[src/design/nand_config.svh]
//==========================================================================
// Register map and constants of the NAND flash controller.
// Offsets are matched against HADDR[5:0] only; upper address bits are
// ignored, so the slave window repeats every 64 bytes.
// Timing fields hold n for a phase of n+1 HCLK cycles.
//==========================================================================
`ifndef NAND_CONFIG_SVH
`define NAND_CONFIG_SVH

//==========================================================================
// register offsets
//==========================================================================
`define NAND_CMD_OFS    6'b001000  // command byte in HWDATA[7:0]
`define NAND_ADR_OFS    6'b001010  // four address bytes
`define NAND_STATUS_OFS 6'b001110  // read rb, write starts flash reset
`define NAND_CFG_OFS    6'b010010  // timing register
`define NAND_DATA_OFS   6'b010101  // four data bytes, read or write

//==========================================================================
// flash constants
//==========================================================================
`define NAND_RESET_CMD  8'hFF      // sent on a status write

// bytes per bus word, and number of address cycles
`define NAND_WORD_BYTES 4

`define NAND_TCNT_W     3          // width of one timing field

`endif

[src/design/nandPkg.sv]
//==========================================================================
// Types shared by the NAND controller blocks.
// The timing register layout is {hold, strobe, setup}, setup in bits 2:0.
// Sequencer requests are one-cycle strobes qualified by valid.
//==========================================================================
package nandPkg;

  `include "nand_config.svh"

  typedef logic [7:0]             byte_t;     // flash data byte
  typedef logic [31:0]            word_t;     // bus word
  typedef logic [5:0]             regOfs_t;   // register offset
  typedef logic [`NAND_TCNT_W-1:0] timeCnt_t; // n means n+1 cycles

  typedef struct packed {
    timeCnt_t hold;
    timeCnt_t strobe;
    timeCnt_t setup;
  } nandTiming_t;

  typedef struct packed {
    logic  cle;
    logic  ceN;
    logic  weN;
    logic  ale;
    logic  reN;
    logic  dataEn;   // drive dataOut onto the flash bus
    byte_t dataOut;
  } nandPins_t;

  typedef enum logic [1:0] {
    seqCmd,
    seqAddr,
    seqWrite,
    seqRead
  } seqKind_t;

  typedef struct packed {
    logic     valid;
    seqKind_t kind;
    word_t    payload;
  } seqReq_t;

  typedef enum logic [1:0] {
    idle,
    setup,
    strobe,
    hold
  } seqState_t;

endpackage

[src/design/ahbRegs.sv]
//==========================================================================
// AHB-Lite register slave of the NAND controller.
// No wait state for timing and status accesses; command, address, data
// and status writes and data reads stall HREADYOUT until the sequencer
// finishes. HRESP is not provided, the slave never errors.
// rb is synchronized in two stages and assumed ready out of reset.
//==========================================================================
`timescale 1ns/10ps
`include "nand_config.svh"

module ahbRegs (
  input  logic                 HCLK,
  input  logic                 HRST_N,
  input  logic                 HSEL,
  input  logic                 HWRITE,
  input  logic                 HREADY,
  input  logic [1:0]           HTRANS,
  input  nandPkg::word_t       HADDR,
  input  nandPkg::word_t       HWDATA,
  output logic                 HREADYOUT,
  output nandPkg::word_t       HRDATA,
  input  logic                 rb,
  input  logic                 busy,
  input  logic                 done,
  input  nandPkg::word_t       rdWord,
  output nandPkg::seqReq_t     seqReq,
  output nandPkg::nandTiming_t tim,
  output logic                 irq
);
  import nandPkg::*;

  logic    accept;
  logic    needSeq;
  regOfs_t addrOfs;
  logic    dpValid;   // first cycle of a data phase
  logic    dpWrite;
  regOfs_t dpOfs;
  logic    rbMeta;
  logic    rbSync;
  logic    rbPrev;

  //==========================================================================
  // address phase
  //==========================================================================
  assign accept  = HSEL && HREADY && HTRANS[1];
  assign addrOfs = HADDR[5:0];

  always_comb begin
    case (addrOfs)
      `NAND_CMD_OFS, `NAND_ADR_OFS, `NAND_STATUS_OFS: needSeq = HWRITE;
      `NAND_DATA_OFS: needSeq = 1'b1;
      default:        needSeq = 1'b0;
    endcase
  end

  always_ff @(posedge HCLK or negedge HRST_N) begin
    if (!HRST_N) begin
      dpValid <= 1'b0;
      dpWrite <= 1'b0;
      dpOfs   <= '0;
    end else begin
      dpValid <= accept;
      if (accept) begin
        dpWrite <= HWRITE;
        dpOfs   <= addrOfs;
      end
    end
  end

  always_ff @(posedge HCLK or negedge HRST_N) begin
    if (!HRST_N) begin
      HREADYOUT <= 1'b1;
    end else if (done) begin
      HREADYOUT <= 1'b1;
    end else if (accept && needSeq) begin
      HREADYOUT <= 1'b0;   // low through the request cycle
    end
  end

  //==========================================================================
  // data phase
  //==========================================================================
  always_ff @(posedge HCLK or negedge HRST_N) begin
    if (!HRST_N) begin
      tim <= '0;
    end else if (dpValid && dpWrite && dpOfs == `NAND_CFG_OFS) begin
      tim <= nandTiming_t'(HWDATA[$bits(nandTiming_t)-1:0]);
    end
  end

  always_ff @(posedge HCLK or negedge HRST_N) begin
    if (!HRST_N) begin
      HRDATA <= '0;
    end else if (done && !dpWrite) begin
      HRDATA <= rdWord;   // end of a data read
    end else if (accept && !HWRITE) begin
      case (addrOfs)
        `NAND_STATUS_OFS: HRDATA <= {31'd0, rbSync};
        `NAND_CFG_OFS:    HRDATA <= word_t'(tim);
        default:          HRDATA <= '0;
      endcase
    end
  end

  always_comb begin
    seqReq.valid   = 1'b0;
    seqReq.kind    = seqCmd;
    seqReq.payload = HWDATA;
    if (dpValid) begin
      case (dpOfs)
        `NAND_CMD_OFS: begin
          seqReq.valid = dpWrite;
          seqReq.kind  = seqCmd;
        end
        `NAND_ADR_OFS: begin
          seqReq.valid = dpWrite;
          seqReq.kind  = seqAddr;
        end
        `NAND_STATUS_OFS: begin
          seqReq.valid   = dpWrite;   // flash reset
          seqReq.kind    = seqCmd;
          seqReq.payload = word_t'(`NAND_RESET_CMD);
        end
        `NAND_DATA_OFS: begin
          seqReq.valid = 1'b1;
          seqReq.kind  = dpWrite ? seqWrite : seqRead;
        end
        default: ;
      endcase
    end
  end

  //==========================================================================
  // ready/busy sync and interrupt
  //==========================================================================
  always_ff @(posedge HCLK or negedge HRST_N) begin
    if (!HRST_N) begin
      rbMeta <= 1'b1;
      rbSync <= 1'b1;
      rbPrev <= 1'b1;
      irq    <= 1'b0;
    end else begin
      rbMeta <= rb;
      rbSync <= rbMeta;
      rbPrev <= rbSync;
      irq    <= rbSync && !rbPrev && !busy;   // rise while idle only
    end
  end

endmodule

[src/design/nandSequencer.sv]
//==========================================================================
// NAND bus cycle sequencer.
// Each byte runs setup, strobe and hold phases of tim.x+1 cycles each.
// A request is taken only while idle; tim must stay stable during a
// sequence. Read bytes are sampled on the last strobe cycle.
//==========================================================================
`timescale 1ns/10ps
`include "nand_config.svh"

module nandSequencer (
  input  logic                 HCLK,
  input  logic                 HRST_N,
  input  nandPkg::seqReq_t     seqReq,
  input  nandPkg::nandTiming_t tim,
  input  nandPkg::byte_t       dataIn,
  output nandPkg::nandPins_t   pins,
  output logic                 busy,
  output logic                 done,
  output nandPkg::word_t       rdWord
);
  import nandPkg::*;

  localparam int ByteCntW = $clog2(`NAND_WORD_BYTES + 1);

  seqState_t           state;
  seqKind_t            kind;
  timeCnt_t            tCnt;
  logic [ByteCntW-1:0] byteCnt;    // bytes left, current one included
  word_t               dataShift;  // out lowest byte first, or read word
  logic                phaseEnd;
  logic                lastByte;
  logic                isRead;

  assign phaseEnd = (tCnt == '0);
  assign lastByte = (byteCnt == ByteCntW'(1));
  assign isRead   = (kind == seqRead);

  //==========================================================================
  // phase state machine
  //==========================================================================
  always_ff @(posedge HCLK or negedge HRST_N) begin
    if (!HRST_N) begin
      state   <= idle;
      kind    <= seqCmd;
      tCnt    <= '0;
      byteCnt <= '0;
    end else begin
      case (state)
        idle: begin
          if (seqReq.valid) begin
            state   <= setup;
            kind    <= seqReq.kind;
            tCnt    <= tim.setup;
            if (seqReq.kind == seqCmd) begin
              byteCnt <= ByteCntW'(1);
            end else begin
              byteCnt <= ByteCntW'(`NAND_WORD_BYTES);
            end
          end
        end
        setup: begin
          if (phaseEnd) begin
            state <= strobe;
            tCnt  <= tim.strobe;
          end else begin
            tCnt <= tCnt - 1'b1;
          end
        end
        strobe: begin
          if (phaseEnd) begin
            state <= hold;
            tCnt  <= tim.hold;
          end else begin
            tCnt <= tCnt - 1'b1;
          end
        end
        hold: begin
          if (phaseEnd) begin
            if (lastByte) begin
              state <= idle;
            end else begin
              state   <= setup;   // next byte
              tCnt    <= tim.setup;
              byteCnt <= byteCnt - 1'b1;
            end
          end else begin
            tCnt <= tCnt - 1'b1;
          end
        end
        default: state <= idle;
      endcase
    end
  end

  //==========================================================================
  // byte shifter
  //==========================================================================
  always_ff @(posedge HCLK) begin
    if (state == idle && seqReq.valid) begin
      dataShift <= seqReq.payload;
    end else if (state == strobe && phaseEnd && isRead) begin
      dataShift <= {dataIn, dataShift[31:8]};   // first byte ends in 7:0
    end else if (state == hold && phaseEnd && !lastByte && !isRead) begin
      dataShift <= {8'h00, dataShift[31:8]};
    end
  end

  //==========================================================================
  // pins and status
  //==========================================================================
  always_comb begin
    pins.ceN     = (state == idle);
    pins.cle     = (state != idle) && (kind == seqCmd);
    pins.ale     = (state != idle) && (kind == seqAddr);
    pins.weN     = !((state == strobe) && !isRead);
    pins.reN     = !((state == strobe) && isRead);
    pins.dataEn  = ((state == strobe) || (state == hold)) && !isRead;
    pins.dataOut = dataShift[7:0];
  end

  assign busy   = (state != idle) || seqReq.valid;   // covers request cycle
  assign done   = (state == hold) && phaseEnd && lastByte;
  assign rdWord = dataShift;

endmodule

[src/design/nandCtrlTop.sv]
//==========================================================================
// NAND flash controller top, AHB-Lite slave side to flash pins.
// One transfer is in flight at a time; the slave stalls with HREADYOUT.
// dataOut is valid on the flash bus only while pins.dataEn is set.
//==========================================================================
`timescale 1ns/10ps

module nandCtrlTop (
  input  logic               HCLK,
  input  logic               HRST_N,
  input  logic               HSEL,
  input  logic               HWRITE,
  input  logic               HREADY,
  input  nandPkg::word_t     HADDR,
  input  nandPkg::word_t     HWDATA,
  input  logic [1:0]         HTRANS,
  output logic               HREADYOUT,
  output nandPkg::word_t     HRDATA,
  input  logic               rb,
  input  nandPkg::byte_t     dataIn,
  output nandPkg::nandPins_t pins,
  output logic               irq
);
  import nandPkg::*;

  seqReq_t     seqReq;
  nandTiming_t tim;
  logic        busy;
  logic        done;
  word_t       rdWord;

  ahbRegs ahbRegs_i (
    .HCLK      (HCLK),
    .HRST_N    (HRST_N),
    .HSEL      (HSEL),
    .HWRITE    (HWRITE),
    .HREADY    (HREADY),
    .HTRANS    (HTRANS),
    .HADDR     (HADDR),
    .HWDATA    (HWDATA),
    .HREADYOUT (HREADYOUT),
    .HRDATA    (HRDATA),
    .rb        (rb),
    .busy      (busy),
    .done      (done),
    .rdWord    (rdWord),
    .seqReq    (seqReq),
    .tim       (tim),
    .irq       (irq)
  );

  nandSequencer nandSequencer_i (
    .HCLK   (HCLK),
    .HRST_N (HRST_N),
    .seqReq (seqReq),
    .tim    (tim),
    .dataIn (dataIn),
    .pins   (pins),
    .busy   (busy),
    .done   (done),
    .rdWord (rdWord)
  );

endmodule

[config.mk]
export PLATFORM = sky130hd
export DESIGN_NAME = nandCtrlTop
export DESIGN_NICKNAME = d
export VERILOG_FILES = /design/src/design/nandPkg.sv /design/src/design/ahbRegs.sv /design/src/design/nandSequencer.sv /design/src/design/nandCtrlTop.sv
export VERILOG_INCLUDE_DIRS = /design/src /design/src/design
export SDC_FILE = /design/constraint.sdc
export NUM_CORES = 1
export LEC_CHECK = 0
export BUFFER_PORTS_ARGS = -buffer_cell sky130_fd_sc_hd__buf_2
export CAP_MARGIN = 20
export CORE_MARGIN = 2
export CORE_UTILIZATION = 59
export CTS_BUF_LIST = sky130_fd_sc_hd__clkbuf_4 sky130_fd_sc_hd__clkbuf_8
export DETAILED_ROUTE_END_ITERATION = 8
export GPL_TIMING_DRIVEN = 0
export MAX_ROUTING_LAYER = met4
export PLACE_DENSITY_LB_ADDON = 0.2
export SLEW_MARGIN = 20
export SYNTH_ARGS = -nofsm -noshare
export SYNTH_HDL_FRONTEND = slang
export SYNTH_HIERARCHICAL = 1
export SYNTH_SLANG_ARGS = --single-unit
[constraint.sdc]
create_clock -name HCLK -period 3.7 [get_ports HCLK]
set_clock_uncertainty 0.1 [all_clocks]
set_input_delay 0.185 -clock HCLK [delete_from_list [all_inputs] [get_ports HCLK]]
set_output_delay 0.185 -clock HCLK [all_outputs]
set_load 0.05 [all_outputs]
# ---- Word-level counts from Yosys, hierarchy flattened
# Cells that the tools add are included.
dict set report totals {
  ff_bits 96
  output_inout_bits 48
  word_cells 117
  in_bits 80
}
dict set report classes {
  mux 30
  n_addsub 2
  reduce_logical 46
  eq_ne 22
}
# op count
set op_table {}
lappend op_table {{$mux W32} 6}
lappend op_table {{$eq A6 B4 Y1 const B} 6}
lappend op_table {{$mux W35} 1}
lappend op_table {{$mux W3} 9}
lappend op_table {{$eq A6 B5 Y1 const B} 4}
lappend op_table {{$logic_and A1 B1 Y1} 21}
lappend op_table {{$pmux W9 S2} 1}
lappend op_table {{$pmux W3 S4} 1}
lappend op_table {{$pmux W3 S3} 1}
lappend op_table {{$logic_not A1 Y1} 8}
lappend op_table {{$mux W2} 4}
lappend op_table {{$ne A2 B1 Y1 const B} 4}
lappend op_table {{$pmux W2 S4} 1}
lappend op_table {{$reduce_and A4 Y1} 2}
lappend op_table {{$reduce_bool A2 Y1} 4}
lappend op_table {{$eq A2 B2 Y1 const B} 3}
lappend op_table {{$logic_not A2 Y1} 3}
lappend op_table {{$pmux W3 S2} 1}
lappend op_table {{$sub A3 B1 Y3 const B} 2}
lappend op_table {{$eq A2 B1 Y1 const B} 2}
lappend op_table {{$mux W1} 4}
lappend op_table {{$reduce_and A2 Y1} 2}
lappend op_table {{$eq A3 B1 Y1 const B} 1}
lappend op_table {{$logic_not A3 Y1} 1}
lappend op_table {{other kinds (7)} 8}

# ---- Depth between registers and ports, before layout
dict set report depth {
  word_depth 8
  ltp_mapped 9
  mapped_depth_nobuf 7
}

# ---- Modules after synthesis
# The synthesis kept the hierarchy.
# module seq_area_each_um2 instances cells_each area_each_um2
set modules_own_cells {}
lappend modules_own_cells {ahbRegs 1356.3 1 205 2438.6}
lappend modules_own_cells {nandSequencer 1211.2 1 227 2235.9}

# ---- Worst setup path after synthesis
# OpenSTA, ideal clock, no wires.
dict set report synth_timing {
  path_kind {reg-to-output}
  from {register nandSequencer_i.state[0]}
  to {output pins[10] (netlist bit)}
  t_required_ns 3.415
  arrival_time_ns 2.302
  slack_ns 1.113
  n_path_buf 1
  path_stages_with_launch 5
  path_cell_list {dfrtp_1 inv_1 ha_1 buf_2 nor3b_1}
}
# element line_no
set synth_lines {}
lappend synth_lines {{from (decl)} nandSequencer.sv:25} ;# seqState_t state;
lappend synth_lines {{from (signal assigned)} nandSequencer.sv:43} ;# state <= idle;
lappend synth_lines {{from (signal assigned)} nandSequencer.sv:51} ;# state <= setup;
lappend synth_lines {{from (signal assigned)} nandSequencer.sv:63} ;# state <= strobe;
lappend synth_lines {{to (decl)} nandCtrlTop.sv:21} ;# output nandPkg::nandPins_t pins,

==> impl_metrics.toml <==
[yosys]
syn_area_per_cell_um2 = 10.82
synthXorXnorAreaFrac = 0
synthSimpleGateAreaFrac = 0.2227
synth_cells = 432
ys_seq_elements = 96
synthAdderAreaFrac = 0.02141
yosysTopAreaCellShare = 0.3212
async_flop_share = 0.6667
ys.flop_type = "dfrtp_1"
synth_warnings = 6
synth_top_family_by_area = "simple AND/OR/NAND/NOR gates"
synthTopCellsByArea = "dfrtp_1 (32%), edfxtp_1 (21%), nand2_1 (7.9%)"
synth_top_area_cell = "dfrtp_1"
syn_area_mm2 = 0.004674
postSynthNetCount = 520
synth_cell_types = 51
ys_seq_area_frac = 0.5493
synth-edff-count = 32
muxShareOfSynthArea = 0.04176
synth_compound_area_frac = 0.1180

[cells_and_area]
drive_gt1_frac = 0.3011
fillers = 583
multi_input_comb_area_mm2 = 0.001888
final_util = 0.7424
area_delta_synth_final_pct = 22.08
seq_area_mm2 = 0.002567
instances_no_fill = 670
antenna_cells = 0
stdcell_area_mm2 = 0.005707
layout.nets = 651

[critical_path]
cp-endpoint = "nandSequencer_i/rdWord[9]$_DFFE_PP_"
critical_path.max_fanout = 32
cp-startpoint = "ahbRegs_i/dpOfs[3]$_DFFE_PN0P_"
r2r_setup_slack_ns = 1.01
cp-start-kind = "flip-flop"
critPathRequiredTime_ns = 3.61
reg2reg_depth = 6
timing.rr.end = "nandSequencer_i/rdWord[9]$_DFFE_PP_"
endpoint_kind = "flip-flop"
worstSetupPathType = "reg -> reg"
reg2reg_from = "ahbRegs_i/dpOfs[3]$_DFFE_PN0P_"
cp.arrival_ns = 2.59

[placement]
place_area_mm2 = 0.005325
pre_cts_slack_ns = 1.020
portBuffers = 100
place.gp.congestion = 0.8719
dp_cells = 635
dp_hpwl_mm = 7.854

[timing]
worstMarginPinSlew_ns = 0.7803
slew_viol_final = 0
slew_headroom = 0.4798
holdWs_ns = 0.01216
post-route-min-period_ns = 2.688
finalSetupViolCount = 0
max_freq_ghz = 0.3721
finalSetupTns_ns = 0
hold_violations = 0
setup_ws_ns = 1.012
rsz0062_at_grt = "false"
fin_crit_sh = 0.7264

[power]
cellLeakagePower_nw = 2.750
powerDensity_mw_per_mm2 = 543.7
total_power_mw = 3.103
peakVddDrop_mv = 0.6685

[floorplan]
dieArea_mm2 = 0.008651
die_h_um = 93.01
io_pins = 128
core_mm2 = 0.007687
initial_utilization = 0.6081
fp.dieW_um = 93.01
rows = 32

[clock_network]
cts_made_buffers = 9
root_buffer = "clkbuf_8"
cts_num_sinks = 96
cts.clk_slew.worst_paths_ns = 0.10
insertion_delay_ns = 0.37
cts_tree = "built"
htreeDepth = 3
clk_path_buf_depth = 2

[route]
dr_total_vias = 3736
wl_mm = 11.08
antenna_left = 0
dr.pass1.iters = 5
drt-initial-drc-count = 202
vias_per_cell = 5.576
route.detailed.wl_per_inst_um = 16.53
drc = 0

[global_route]
grt_util_all_layers = 0.2809
grt_pass1_vias = 3748
grt_max_degree = 34
overflow = 0
antenna_found_initial = 0
grt_pass1_wl_mm = 18.17

[hold_path]
holdCritPathClass = "in -> reg"
min-delay-start = "dataIn[0]"

[outcome]
outcome = "complete, no violations"

[run]
drv_cap = 0
where the power goes:
part / total (mW) / internal [mW] / switching [mW]
clock: 0.661 / 0.259 / 0.402
sequential: 1.38 / 1.28 / 0.105
combinational: 1.06 / 0.400 / 0.661
total: 3.10 / 1.93 / 1.17
kinds of logic (layout without fill, tap and decap cells):
kind of cell / after synthesis / count (layout)
fa+ha+maj: 8 / 8
simple gates: 197 / 197
buf+inv: 43 / 179
flops: 96 / 96
mux: 17 / 17
compound gates: 71 / 71
cells in the mapped netlist (all sizes together), types with 6 or more instances:
master   n
nand3   13
a22o    34
nor3     6
nor2     9
a21oi    6
inv     16
nand2b  14
ha       8
o21ai    7
nand2   99
o211ai   9
and2    26
nor2b    6
dfrtp   60
buf     23
edfxtp  32
mux2    17
registers in the layout, indices dropped and copies added, names as in the netlist:
signal,cells
ahbRegs_i/HRDATA,32
nandSequencer_i/rdWord,32
ahbRegs_i/tim,9
ahbRegs_i/dpOfs,6
nandSequencer_i/byteCnt,3
nandSequencer_i/tCnt,3
nandSequencer_i/kind,2
nandSequencer_i/state,2
ahbRegs_i/HREADYOUT,1
ahbRegs_i/dpValid,1
ahbRegs_i/dpWrite,1
ahbRegs_i/irq,1
ahbRegs_i/rbMeta,1
ahbRegs_i/rbPrev,1
ahbRegs_i/rbSync,1
critical path, stage by stage (launching register included):
cell and delay [ns]:
dfrtp_1 0.40, and2b_1 0.26, nand4b_1 0.17, a21oi_1 0.29
and2_1 0.18, buf_2 0.24, or2_2 0.67
worst min path at each step:
stage / endpoint / cells after the start
6_report: nandSequencer_i/rdWord[24]$_DFFE_PP_ / 2
5_1_grt: ahbRegs_i/dpOfs[2]$_DFFE_PN0P_ / 2
4_1_cts: ahbRegs_i/dpOfs[2]$_DFFE_PN0P_ / 2
3_5_place_dp: ahbRegs_i/dpWrite$_DFFE_PN0P_ / 1
3_3_place_gp: ahbRegs_i/rbMeta$_DFF_PN1_ / 1
2_1_floorplan: ahbRegs_i/HRDATA[0]$_DFFE_PN0P_ / 0
final cells by class:
cell class              instances  share of cell area
flip-flops and latches         96              0.4499
multi-input cells             293              0.3308
repair buffers                120              0.1250
plain buffers                  27             0.02784
well taps                     102             0.02236
clock buffers                   9             0.02171
clock inverters                 7             0.01184
inverters                      16             0.01052
layout by cell type, fill, tap and decap left out, types with 2 or more instances in the layout:
master / netlist / final
buf_2: 10 / 109
nand2_1: 98 / 98
dfrtp_1: 60 / 60
a22o_1: 34 / 34
edfxtp_1: 32 / 32
and2_1: 26 / 26
dlygate4sd3_1: 0 / 19
inv_1: 16 / 16
mux2_2: 16 / 16
nand2b_1: 13 / 13
nand3_1: 13 / 13
buf_4: 10 / 11
o211ai_1: 9 / 9
clkbuf_8: 0 / 9
nor2_1: 8 / 8
ha_1: 8 / 8
o21ai_0: 7 / 7
nor2b_1: 6 / 6
nor3b_1: 5 / 5
a21oi_1: 5 / 5
nor3_1: 5 / 5
a31oi_1: 5 / 5
dfstp_2: 4 / 4
clkbuf_1: 4 / 4
nand4b_1: 3 / 3
nor4bb_1: 3 / 3
clkinv_4: 0 / 3
and2b_1: 2 / 2
and4b_1: 2 / 2
buf_1: 2 / 2
o21a_1: 2 / 2
or2_2: 2 / 2
metal layers:
layer,vias up,global-route usage,share of wire
met5,-,-,0
met4,0,0.09681,0.018
met3,18,0.04190,0.057
met2,149,0.4420,0.49
met1,1805,0.3802,0.44
li1,1764,-,-
repair_timing:
action,CTS,global route
endpoints found under the hold margin,49,0
hold buffers,19,0
buffers inserted,0,0
gates resized for setup,0,0
No activity file was read; power rests on OpenSTA's default activity.
